[config.mk]
export PLATFORM = sky130hd
export DESIGN_NAME = issue_stage
export DESIGN_NICKNAME = d
export VERILOG_FILES = /design/src/hw/issue_pkg.sv /design/src/hw/issue_stage.sv /design/src/hw/issue_select.sv /design/src/hw/issue_queue.sv /design/src/hw/issue_cfg.sv
export VERILOG_INCLUDE_DIRS = /design/src /design/src/hw
export SDC_FILE = /design/constraint.sdc
export NUM_CORES = 2
export LEC_CHECK = 0
export ABC_AREA = 1
export BUFFER_PORTS_ARGS = -buffer_cell sky130_fd_sc_hd__clkbuf_2
export CAP_MARGIN = 20
export CORE_UTILIZATION = 40
export CTS_CLUSTER_DIAMETER = 80
export CTS_CLUSTER_SIZE = 28
export DETAILED_ROUTE_END_ITERATION = 12
export PLACE_DENSITY = 0.54
export SETUP_SLACK_MARGIN = 0.4
export SLEW_MARGIN = 15
export SYNTH_ARGS = -nofsm -noshare
export SYNTH_HDL_FRONTEND = slang
export SYNTH_SLANG_ARGS = --single-unit
[constraint.sdc]
create_clock -name clk_i -period 2 [get_ports clk_i]
set_input_delay 0.4 -clock clk_i [delete_from_list [all_inputs] [get_ports clk_i]]
set_output_delay 0.4 -clock clk_i [all_outputs]
set_load 0.01 [all_outputs]
[src/hw/issue_macros.svh]
/* issue stage sizing */

`ifndef ISSUE_MACROS_SVH
`define ISSUE_MACROS_SVH

//////////////////////////////////////////////////
// queue geometry
//////////////////////////////////////////////////

// number of issue queue entries
`define ISQ_DEPTH 16
// bits needed to address one entry
`define ISQ_IDX_W 4

//////////////////////////////////////////////////
// rename and execute side
//////////////////////////////////////////////////

// physical register tag width
`define PREG_W 6
// mul, alu1, alu2, address adder
`define FU_NUM 4

`endif
[src/hw/issue_pkg.sv]
/* issue stage types */

`default_nettype none

package issue_pkg;

   `include "issue_macros.svh"

   // issue port numbering, also the bit order of fu_rdy and the enable mask
   typedef enum logic [1:0] {
      FU_MUL  = 2'd0,
      FU_ALU1 = 2'd1,
      FU_ALU2 = 2'd2,
      FU_ADR  = 2'd3
   } fu_e;

   // one bit per operation kind, expected one-hot
   typedef struct packed {
      logic mul;
      logic add;
      logic br;
      logic jmp;
      logic addr;
   } op_class_t;

   // renamed instruction as it arrives from dispatch
   typedef struct packed {
      logic [`ISQ_IDX_W-1:0] idx;
      logic [`PREG_W-1:0]    psrc1;
      logic                  psrc1_rdy;
      logic [`PREG_W-1:0]    psrc2;
      logic                  psrc2_rdy;
      logic [`PREG_W-1:0]    pdest;
      op_class_t             op;
      logic [7:0]            opcode;
   } dispatch_t;

   // stored queue line
   typedef struct packed {
      logic      vld;
      logic      wat;
      dispatch_t d;
   } entry_t;

   // packet toward register read
   typedef struct packed {
      logic                  vld;
      logic [`ISQ_IDX_W-1:0] idx;
      logic [`PREG_W-1:0]    psrc1;
      logic [`PREG_W-1:0]    psrc2;
      logic [`PREG_W-1:0]    pdest;
      op_class_t             op;
      logic [7:0]            opcode;
   } issue_pkt_t;

   // configuration state
   typedef struct packed {
      logic [`FU_NUM-1:0] fu_en;
   } cfg_t;

endpackage

`default_nettype wire

[src/hw/issue_stage.sv]
/* issue stage top */

`default_nettype none

`include "issue_macros.svh"

module issue_stage (
   input  logic                                clk_i,
   input  logic                                arst_n_i,
   input  logic                                disp_vld_i,
   input  issue_pkg::dispatch_t                disp_i,
   input  logic                                wb_vld_i,
   input  logic [`PREG_W-1:0]                  wb_tag_i,
   input  logic                                rel_vld_i,
   input  logic [`ISQ_IDX_W-1:0]               rel_idx_i,
   input  logic                                cfg_we_i,
   input  issue_pkg::cfg_t                     cfg_data_i,
   input  logic [`FU_NUM-1:0]                  fu_rdy_i,
   output issue_pkg::issue_pkt_t [`FU_NUM-1:0] iss_o
);

   import issue_pkg::*;

   // queue lines toward select, wait clears back
   entry_t [`ISQ_DEPTH-1:0] entries;
   logic [`ISQ_DEPTH-1:0]   clr_wat;
   cfg_t                    cfg;

   issue_cfg i_cfg (
      .clk_i      (clk_i),
      .arst_n_i   (arst_n_i),
      .cfg_we_i   (cfg_we_i),
      .cfg_data_i (cfg_data_i),
      .cfg_o      (cfg)
   );

   issue_queue i_queue (
      .clk_i      (clk_i),
      .arst_n_i   (arst_n_i),
      .disp_vld_i (disp_vld_i),
      .disp_i     (disp_i),
      .wb_vld_i   (wb_vld_i),
      .wb_tag_i   (wb_tag_i),
      .rel_vld_i  (rel_vld_i),
      .rel_idx_i  (rel_idx_i),
      .clr_wat_i  (clr_wat),
      .entries_o  (entries)
   );

   issue_select i_select (
      .clk_i      (clk_i),
      .arst_n_i   (arst_n_i),
      .entries_i  (entries),
      .fu_rdy_i   (fu_rdy_i),
      .cfg_i      (cfg),
      .clr_wat_o  (clr_wat),
      .iss_o      (iss_o)
   );

endmodule

`default_nettype wire

[src/hw/issue_select.sv]
/* per port priority select */

`default_nettype none

`include "issue_macros.svh"

module issue_select (
   input  logic                                   clk_i,
   input  logic                                   arst_n_i,
   input  issue_pkg::entry_t [`ISQ_DEPTH-1:0]     entries_i,
   input  logic [`FU_NUM-1:0]                     fu_rdy_i,
   input  issue_pkg::cfg_t                        cfg_i,
   output logic [`ISQ_DEPTH-1:0]                  clr_wat_o,
   output issue_pkg::issue_pkt_t [`FU_NUM-1:0]    iss_o
);

   import issue_pkg::*;

   logic [`FU_NUM-1:0][`ISQ_DEPTH-1:0] elig;
   logic [`FU_NUM-1:0][`ISQ_DEPTH-1:0] pick;
   issue_pkt_t [`FU_NUM-1:0]           pkt_d;
   issue_pkt_t [`FU_NUM-1:0]           pkt_q;
   logic [`FU_NUM-1:0]                 vld_q;

   // op class to port routing
   // adds split on slot index, branch and jump stay on adder 1
   function automatic logic class_ok(input op_class_t op, input fu_e fu,
                                     input logic slot_m3);
      logic ok;
      case (fu)
         FU_MUL:  ok = op.mul;
         FU_ALU1: ok = op.br | op.jmp | (op.add & slot_m3);
         FU_ALU2: ok = op.add & ~slot_m3;
         FU_ADR:  ok = op.addr;
         default: ok = 1'b0;
      endcase
      return ok;
   endfunction

   // queue line to register read format
   function automatic issue_pkt_t reorder(input entry_t e);
      issue_pkt_t p;
      p.vld    = 1'b1;
      p.idx    = e.d.idx;
      p.psrc1  = e.d.psrc1;
      p.psrc2  = e.d.psrc2;
      p.pdest  = e.d.pdest;
      p.op     = e.d.op;
      p.opcode = e.d.opcode;
      return p;
   endfunction

   //////////////////////////////////////////////////
   // eligibility and pick
   //////////////////////////////////////////////////

   always_comb
   begin
      elig      = '0;
      pick      = '0;
      pkt_d     = '0;
      clr_wat_o = '0;
      for (int p = 0; p < `FU_NUM; p++)
      begin
         // waiting, both sources ready, unit free and enabled
         for (int i = 0; i < `ISQ_DEPTH; i++)
         begin
            elig[p][i] = entries_i[i].vld & entries_i[i].wat
                       & entries_i[i].d.psrc1_rdy & entries_i[i].d.psrc2_rdy
                       & fu_rdy_i[p] & cfg_i.fu_en[p]
                       & class_ok(entries_i[i].d.op, fu_e'(p), (i % 3) == 0);
         end
         // isolate lowest set bit, one-hot or zero
         pick[p] = elig[p] & (~elig[p] + `ISQ_DEPTH'd1);
         // one-hot mux of the chosen line
         for (int i = 0; i < `ISQ_DEPTH; i++)
         begin
            if (pick[p][i])
               pkt_d[p] = reorder(entries_i[i]);
         end
         // ports never share a line, so OR is enough
         clr_wat_o = clr_wat_o | pick[p];
      end
   end

   //////////////////////////////////////////////////
   // issue registers
   //////////////////////////////////////////////////

   always_ff @(posedge clk_i or negedge arst_n_i)
   begin
      if (!arst_n_i)
      begin
         vld_q <= '0;
      end
      else
      begin
         for (int p = 0; p < `FU_NUM; p++)
            vld_q[p] <= |pick[p];
      end
   end

   // payload only means something under vld_q
   always_ff @(posedge clk_i)
   begin
      pkt_q <= pkt_d;
   end

   always_comb
   begin
      for (int p = 0; p < `FU_NUM; p++)
      begin
         iss_o[p]     = pkt_q[p];
         iss_o[p].vld = vld_q[p];
      end
   end

   //////////////////////////////////////////////////
   // checks
   //////////////////////////////////////////////////

   // a line must never leave on two ports in the same cycle
   for (genvar a = 0; a < `FU_NUM; a++)
   begin : g_uniq_a
      for (genvar b = a + 1; b < `FU_NUM; b++)
      begin : g_uniq_b
         a_no_dup: assert property (@(posedge clk_i) disable iff (!arst_n_i)
            (vld_q[a] && vld_q[b]) |-> (pkt_q[a].idx != pkt_q[b].idx));
      end
   end

endmodule

`default_nettype wire

[src/hw/issue_queue.sv]
/* issue queue entry storage */

`default_nettype none

`include "issue_macros.svh"

module issue_queue (
   input  logic                               clk_i,
   input  logic                               arst_n_i,
   input  logic                               disp_vld_i,
   input  issue_pkg::dispatch_t               disp_i,
   input  logic                               wb_vld_i,
   input  logic [`PREG_W-1:0]                 wb_tag_i,
   input  logic                               rel_vld_i,
   input  logic [`ISQ_IDX_W-1:0]              rel_idx_i,
   input  logic [`ISQ_DEPTH-1:0]              clr_wat_i,
   output issue_pkg::entry_t [`ISQ_DEPTH-1:0] entries_o
);

   import issue_pkg::*;

   // wakeup of the incoming instruction itself
   logic disp_wk1;
   logic disp_wk2;

   assign disp_wk1 = wb_vld_i && (disp_i.psrc1 == wb_tag_i);
   assign disp_wk2 = wb_vld_i && (disp_i.psrc2 == wb_tag_i);

   //////////////////////////////////////////////////
   // per entry state
   //////////////////////////////////////////////////

   for (genvar g = 0; g < `ISQ_DEPTH; g++)
   begin : g_ent
      logic      vld_q;
      logic      wat_q;
      dispatch_t pld_q;
      logic      disp_hit;
      logic      rel_hit;
      logic      wk1;
      logic      wk2;

      // strobes aimed at this slot
      assign disp_hit = disp_vld_i && (disp_i.idx == `ISQ_IDX_W'(g));
      assign rel_hit  = rel_vld_i && (rel_idx_i == `ISQ_IDX_W'(g));

      // tag compare against both stored sources
      assign wk1 = wb_vld_i && (pld_q.psrc1 == wb_tag_i);
      assign wk2 = wb_vld_i && (pld_q.psrc2 == wb_tag_i);

      // valid and wait bits
      // dispatch only lands in a free slot, so it cannot meet a release here
      always_ff @(posedge clk_i or negedge arst_n_i)
      begin
         if (!arst_n_i)
         begin
            vld_q <= 1'b0;
            wat_q <= 1'b0;
         end
         else if (disp_hit)
         begin
            vld_q <= 1'b1;
            wat_q <= 1'b1;
         end
         else
         begin
            // commit side frees the line
            if (rel_hit)
               vld_q <= 1'b0;
            // picked by a port this cycle, never picked again
            if (clr_wat_i[g])
               wat_q <= 1'b0;
         end
      end

      // payload and source ready bits
      always_ff @(posedge clk_i)
      begin
         if (disp_hit)
         begin
            pld_q           <= disp_i;
            // same-cycle writeback counts as ready at dispatch
            pld_q.psrc1_rdy <= disp_i.psrc1_rdy | disp_wk1;
            pld_q.psrc2_rdy <= disp_i.psrc2_rdy | disp_wk2;
         end
         else if (vld_q)
         begin
            if (wk1)
               pld_q.psrc1_rdy <= 1'b1;
            if (wk2)
               pld_q.psrc2_rdy <= 1'b1;
         end
      end

      assign entries_o[g] = '{vld: vld_q, wat: wat_q, d: pld_q};
   end

   //////////////////////////////////////////////////
   // checks
   //////////////////////////////////////////////////

   // dispatch must target a slot the commit side already freed
   a_disp_free: assert property (@(posedge clk_i) disable iff (!arst_n_i)
      disp_vld_i |-> !entries_o[disp_i.idx].vld);

   // release only of a line that is still held
   a_rel_held: assert property (@(posedge clk_i) disable iff (!arst_n_i)
      rel_vld_i |-> entries_o[rel_idx_i].vld);

endmodule

`default_nettype wire

[src/hw/issue_cfg.sv]
/* unit enable register */

`default_nettype none

module issue_cfg (
   input  logic             clk_i,
   input  logic             arst_n_i,
   input  logic             cfg_we_i,
   input  issue_pkg::cfg_t  cfg_data_i,
   output issue_pkg::cfg_t  cfg_o
);

   import issue_pkg::*;

   // current enable mask
   cfg_t cfg_q;

   //////////////////////////////////////////////////
   // register
   //////////////////////////////////////////////////

   // every unit enabled out of reset
   // a write replaces the whole mask
   always_ff @(posedge clk_i or negedge arst_n_i)
   begin
      if (!arst_n_i)
      begin
         cfg_q.fu_en <= '1;
      end
      else if (cfg_we_i)
      begin
         cfg_q <= cfg_data_i;
      end
   end

   // select sees the mask straight from the flop
   assign cfg_o = cfg_q;

   //////////////////////////////////////////////////
   // checks
   //////////////////////////////////////////////////

   // an unknown strobe would leave the mask undefined for all later cycles
   a_we_known: assert property (@(posedge clk_i) disable iff (!arst_n_i)
      !$isunknown(cfg_we_i));

endmodule

`default_nettype wire

==> results.cfg <==
[routing]
initialDrtViolationCount = 5340
drt-vias-per-instance = 5.78
drtPass1Iterations = 7
ant_nets = 0
drt-total-wl_um = 205000
drc = 0
via_count = 43600
drt-wirelength-per-cell_um = 27.2

[floorplanning]
fp.dieArea_um2 = 106000
rows = 118
io-pin-count = 205
coreArea_um2 = 104000
start_util_pct = 40.4
die_x_um = 326
fp.dieH_um = 326

[grt]
grt_pass1_vias = 42000
overflow = 0
grt_max_degree = 30
globalRouteTotalUtil_pct = 37.3
grt_pass1_wl_um = 286000
antenna_found_initial = 3

[synth]
syn-num-nets = 5244
syn_inst = 5183
synth-seq-cells = 772
ys_seq_area_share_pct = 51.6
synthArstFlopShare_pct = 5.18
yosysWarnings = 0
syn_area_per_cell_um2 = 8.08
synth-edff-count = 592
ys.flop_type = edfxtp_1
syn-cell-area_um2 = 41900
synth_cell_type_count = 60

[setup_path]
cpPeakStageDelay_ns = 0.39
worstSetupPathType = register to register
critical-path-top-delay-family = simple AND/OR/NAND/NOR gates
cp-start-kind = register
ff2ff_path_depth = 18
critical_path_buf_inv_count = 5
arrival_ns = 3.29
r2r-start = i_queue.entries_o[65]
ff2ff_setup_slack_ns = -0.71
endpoint_kind = register
cp_max_fo = 5
crit_slowest_cell = edfxtp_1
cp.required_ns = 2.58
reg2reg_to = i_select.iss_o[4]
crit_cells = 18
path_cells = nand2_2, nor2_4, buf_12, nand2_8, inv_2, nand2_2, buf_12, buf_12, buf_4, o22ai_1, nor2_2, nand3_2, nor2_2, nand4_1, nand2_2, nand4_1, nand2_1, nand2_1

[place]
dp_hpwl_um = 153000
io_buffers = 204
gp_congestion = 1.01
dpl.cell_count = 7270
dpl_cell_area_um2 = 51500

[sta]
rsz0062_at_grt = true
maxSlewViolCount = 0
fin_crit_sh_pct = 135
fmax_mhz = 369
skew_ns = 0.0301
relSlewSlack_pct = 55.5
tightest_slew_ns = 0.668
setup_violations = 157
hold_viol_final = 0
period_needed_ns = 2.71
layout_setup_ws_ns = -0.710

[flow_run]
maxCapViolCount = 0

[hold_path]
holdPathEnd = i_cfg.cfg_o[2]
hold_path_depth = 2
hp-class = primary input to register
holdCritStartpoint = cfg_we_i

[layout]
final_common_cell = nand2_1
final_cells = 7542
multi_input_area_um2 = 20800
seq_area_um2 = 21600
final_nets = 6184
syn2layout_area_growth_pct = 41.6
nFillCells = 9507
final_cell_mix = 1241 x nand2_1, 593 x buf_4, 592 x edfxtp_1
final_area_um2 = 59300
drive_above_1_share_pct = 34.0

[cts]
clkTransAtPathRegs_ns = 0.10
cts_tree = built
clk_latency_ns = 0.70
cts.sinks = 772
cts_buffers = 47
clockBufferDepth = 3
cts_max_level = 2
root_buffer = clkbuf_16

[power_and_ir_drop]
total_power_uw = 35700
vdd_drop_max_v = 0.000720
power_density_nw_per_um2 = 601
leakage_uw = 0.0256

[status]
violations = setup timing
status = finished, violations left
## synth_stat cells, types with 30 or more instances
master	n	area, µm²
nand2_1	1441	5410
nor2_1	677	2540
edfxtp_1	592	17800
inv_1	529	1990
nand3_1	301	1510
o21ai_0	212	1060
a21oi_1	201	1010
nand4_1	199	1240
o22ai_1	173	1080
dfxtp_1	140	2800
clkbuf_1	107	402
buf_2	99	495
o2111ai_1	41	359
o21ai_1	38	190
dfrtp_1	36	901
o41ai_1	30	263
## registers in the layout (all words and copies together) (netlist names)
signal / cells
i_cfg.cfg_o: 4
i_queue.entries_o: 592
i_queue.g_ent.vld_q: 16
i_queue.g_ent.wat_q: 16
i_select.iss_o: 140
i_select.vld_q: 4
## through the flow
stage	TNS, ns	utilization, %	setup WS (ns)	hold WS [ns]
after floorplan	0	-	0.0220	0.104
after global placement	-94.49	49.7	-0.819	0.445
after detailed placement	-97.94	49.7	-0.861	0.437
after CTS	-73.33	55.1	-0.622	0.0260
after global routing	-92.54	57.2	-0.772	0.0504
final	-81.77	57.2	-0.710	0.0467
## area by class of cell
class / count / area share, %
diodes: 1 / 0.00422
multi-input cells: 3613 / 35.1
inverters: 560 / 3.82
clock buffers: 54 / 2.10
well taps: 1380 / 2.91
flip-flops and latches: 772 / 36.4
clock inverters: 33 / 0.741
repair buffers: 1127 / 18.8
repair inverters: 2 / 0.0295
## what timing repair did
| item | CTS | global route |
|---|---|---|
| pin swaps | 282 | 298 |
| hold buffers | 5 | 0 |
| gates cloned | 22 | 14 |
| buffers inserted | 94 | 49 |
| setup endpoints to repair | 199 | 210 |
| resized for setup | 699 | 388 |
| endpoints found under the hold margin | 11 | 0 |
## power breakdown
group	total [µW]	internal (µW)	switching, µW	leakage, µW
Clock	11700	4950	6790	0.000819
Combinational	5500	2090	3400	0.0178
Sequential	18400	18000	449	0.00696
Total	35700	25000	10600	0.0256
## worst max path at each step
stage,startpoint,end,slack (ns)
final,i_queue.entries_o[65],i_select.iss_o[4],-0.71
after global routing,i_cfg.cfg_o[0],i_select.iss_o[14],-0.77
after CTS,i_cfg.cfg_o[1],i_select.iss_o[40],-0.62
after detailed placement,i_cfg.cfg_o[1],i_select.iss_o[40],-0.86
after global placement,fu_rdy_i[3],i_select.iss_o[108],-0.82
after floorplan,i_cfg.cfg_o[1],i_select.iss_o[47],0.02
## cell families after synthesis
| family | share of synthesized area (%) |
|---|---|
| AND/OR/NAND/NOR | 28.4 |
| XOR/XNOR | 1.05 |
| AO/OA/AOI/OAI | 11.2 |
| buffers and inverters | 7.65 |
| flip-flops | 51.6 |
| multiplexers | 0.108 |
## layer usage
metal,share of wire [%],routed length (µm),vias up,global-route usage (%)
li1,-,-,19500,-
met1,38,77700,21200,46.0
met2,48,99200,2320,64.2
met3,7.4,15200,562,3.88
met4,6.3,12900,0,19.7
met5,0,0,-,0
Power figures use the tool's default switching activity.
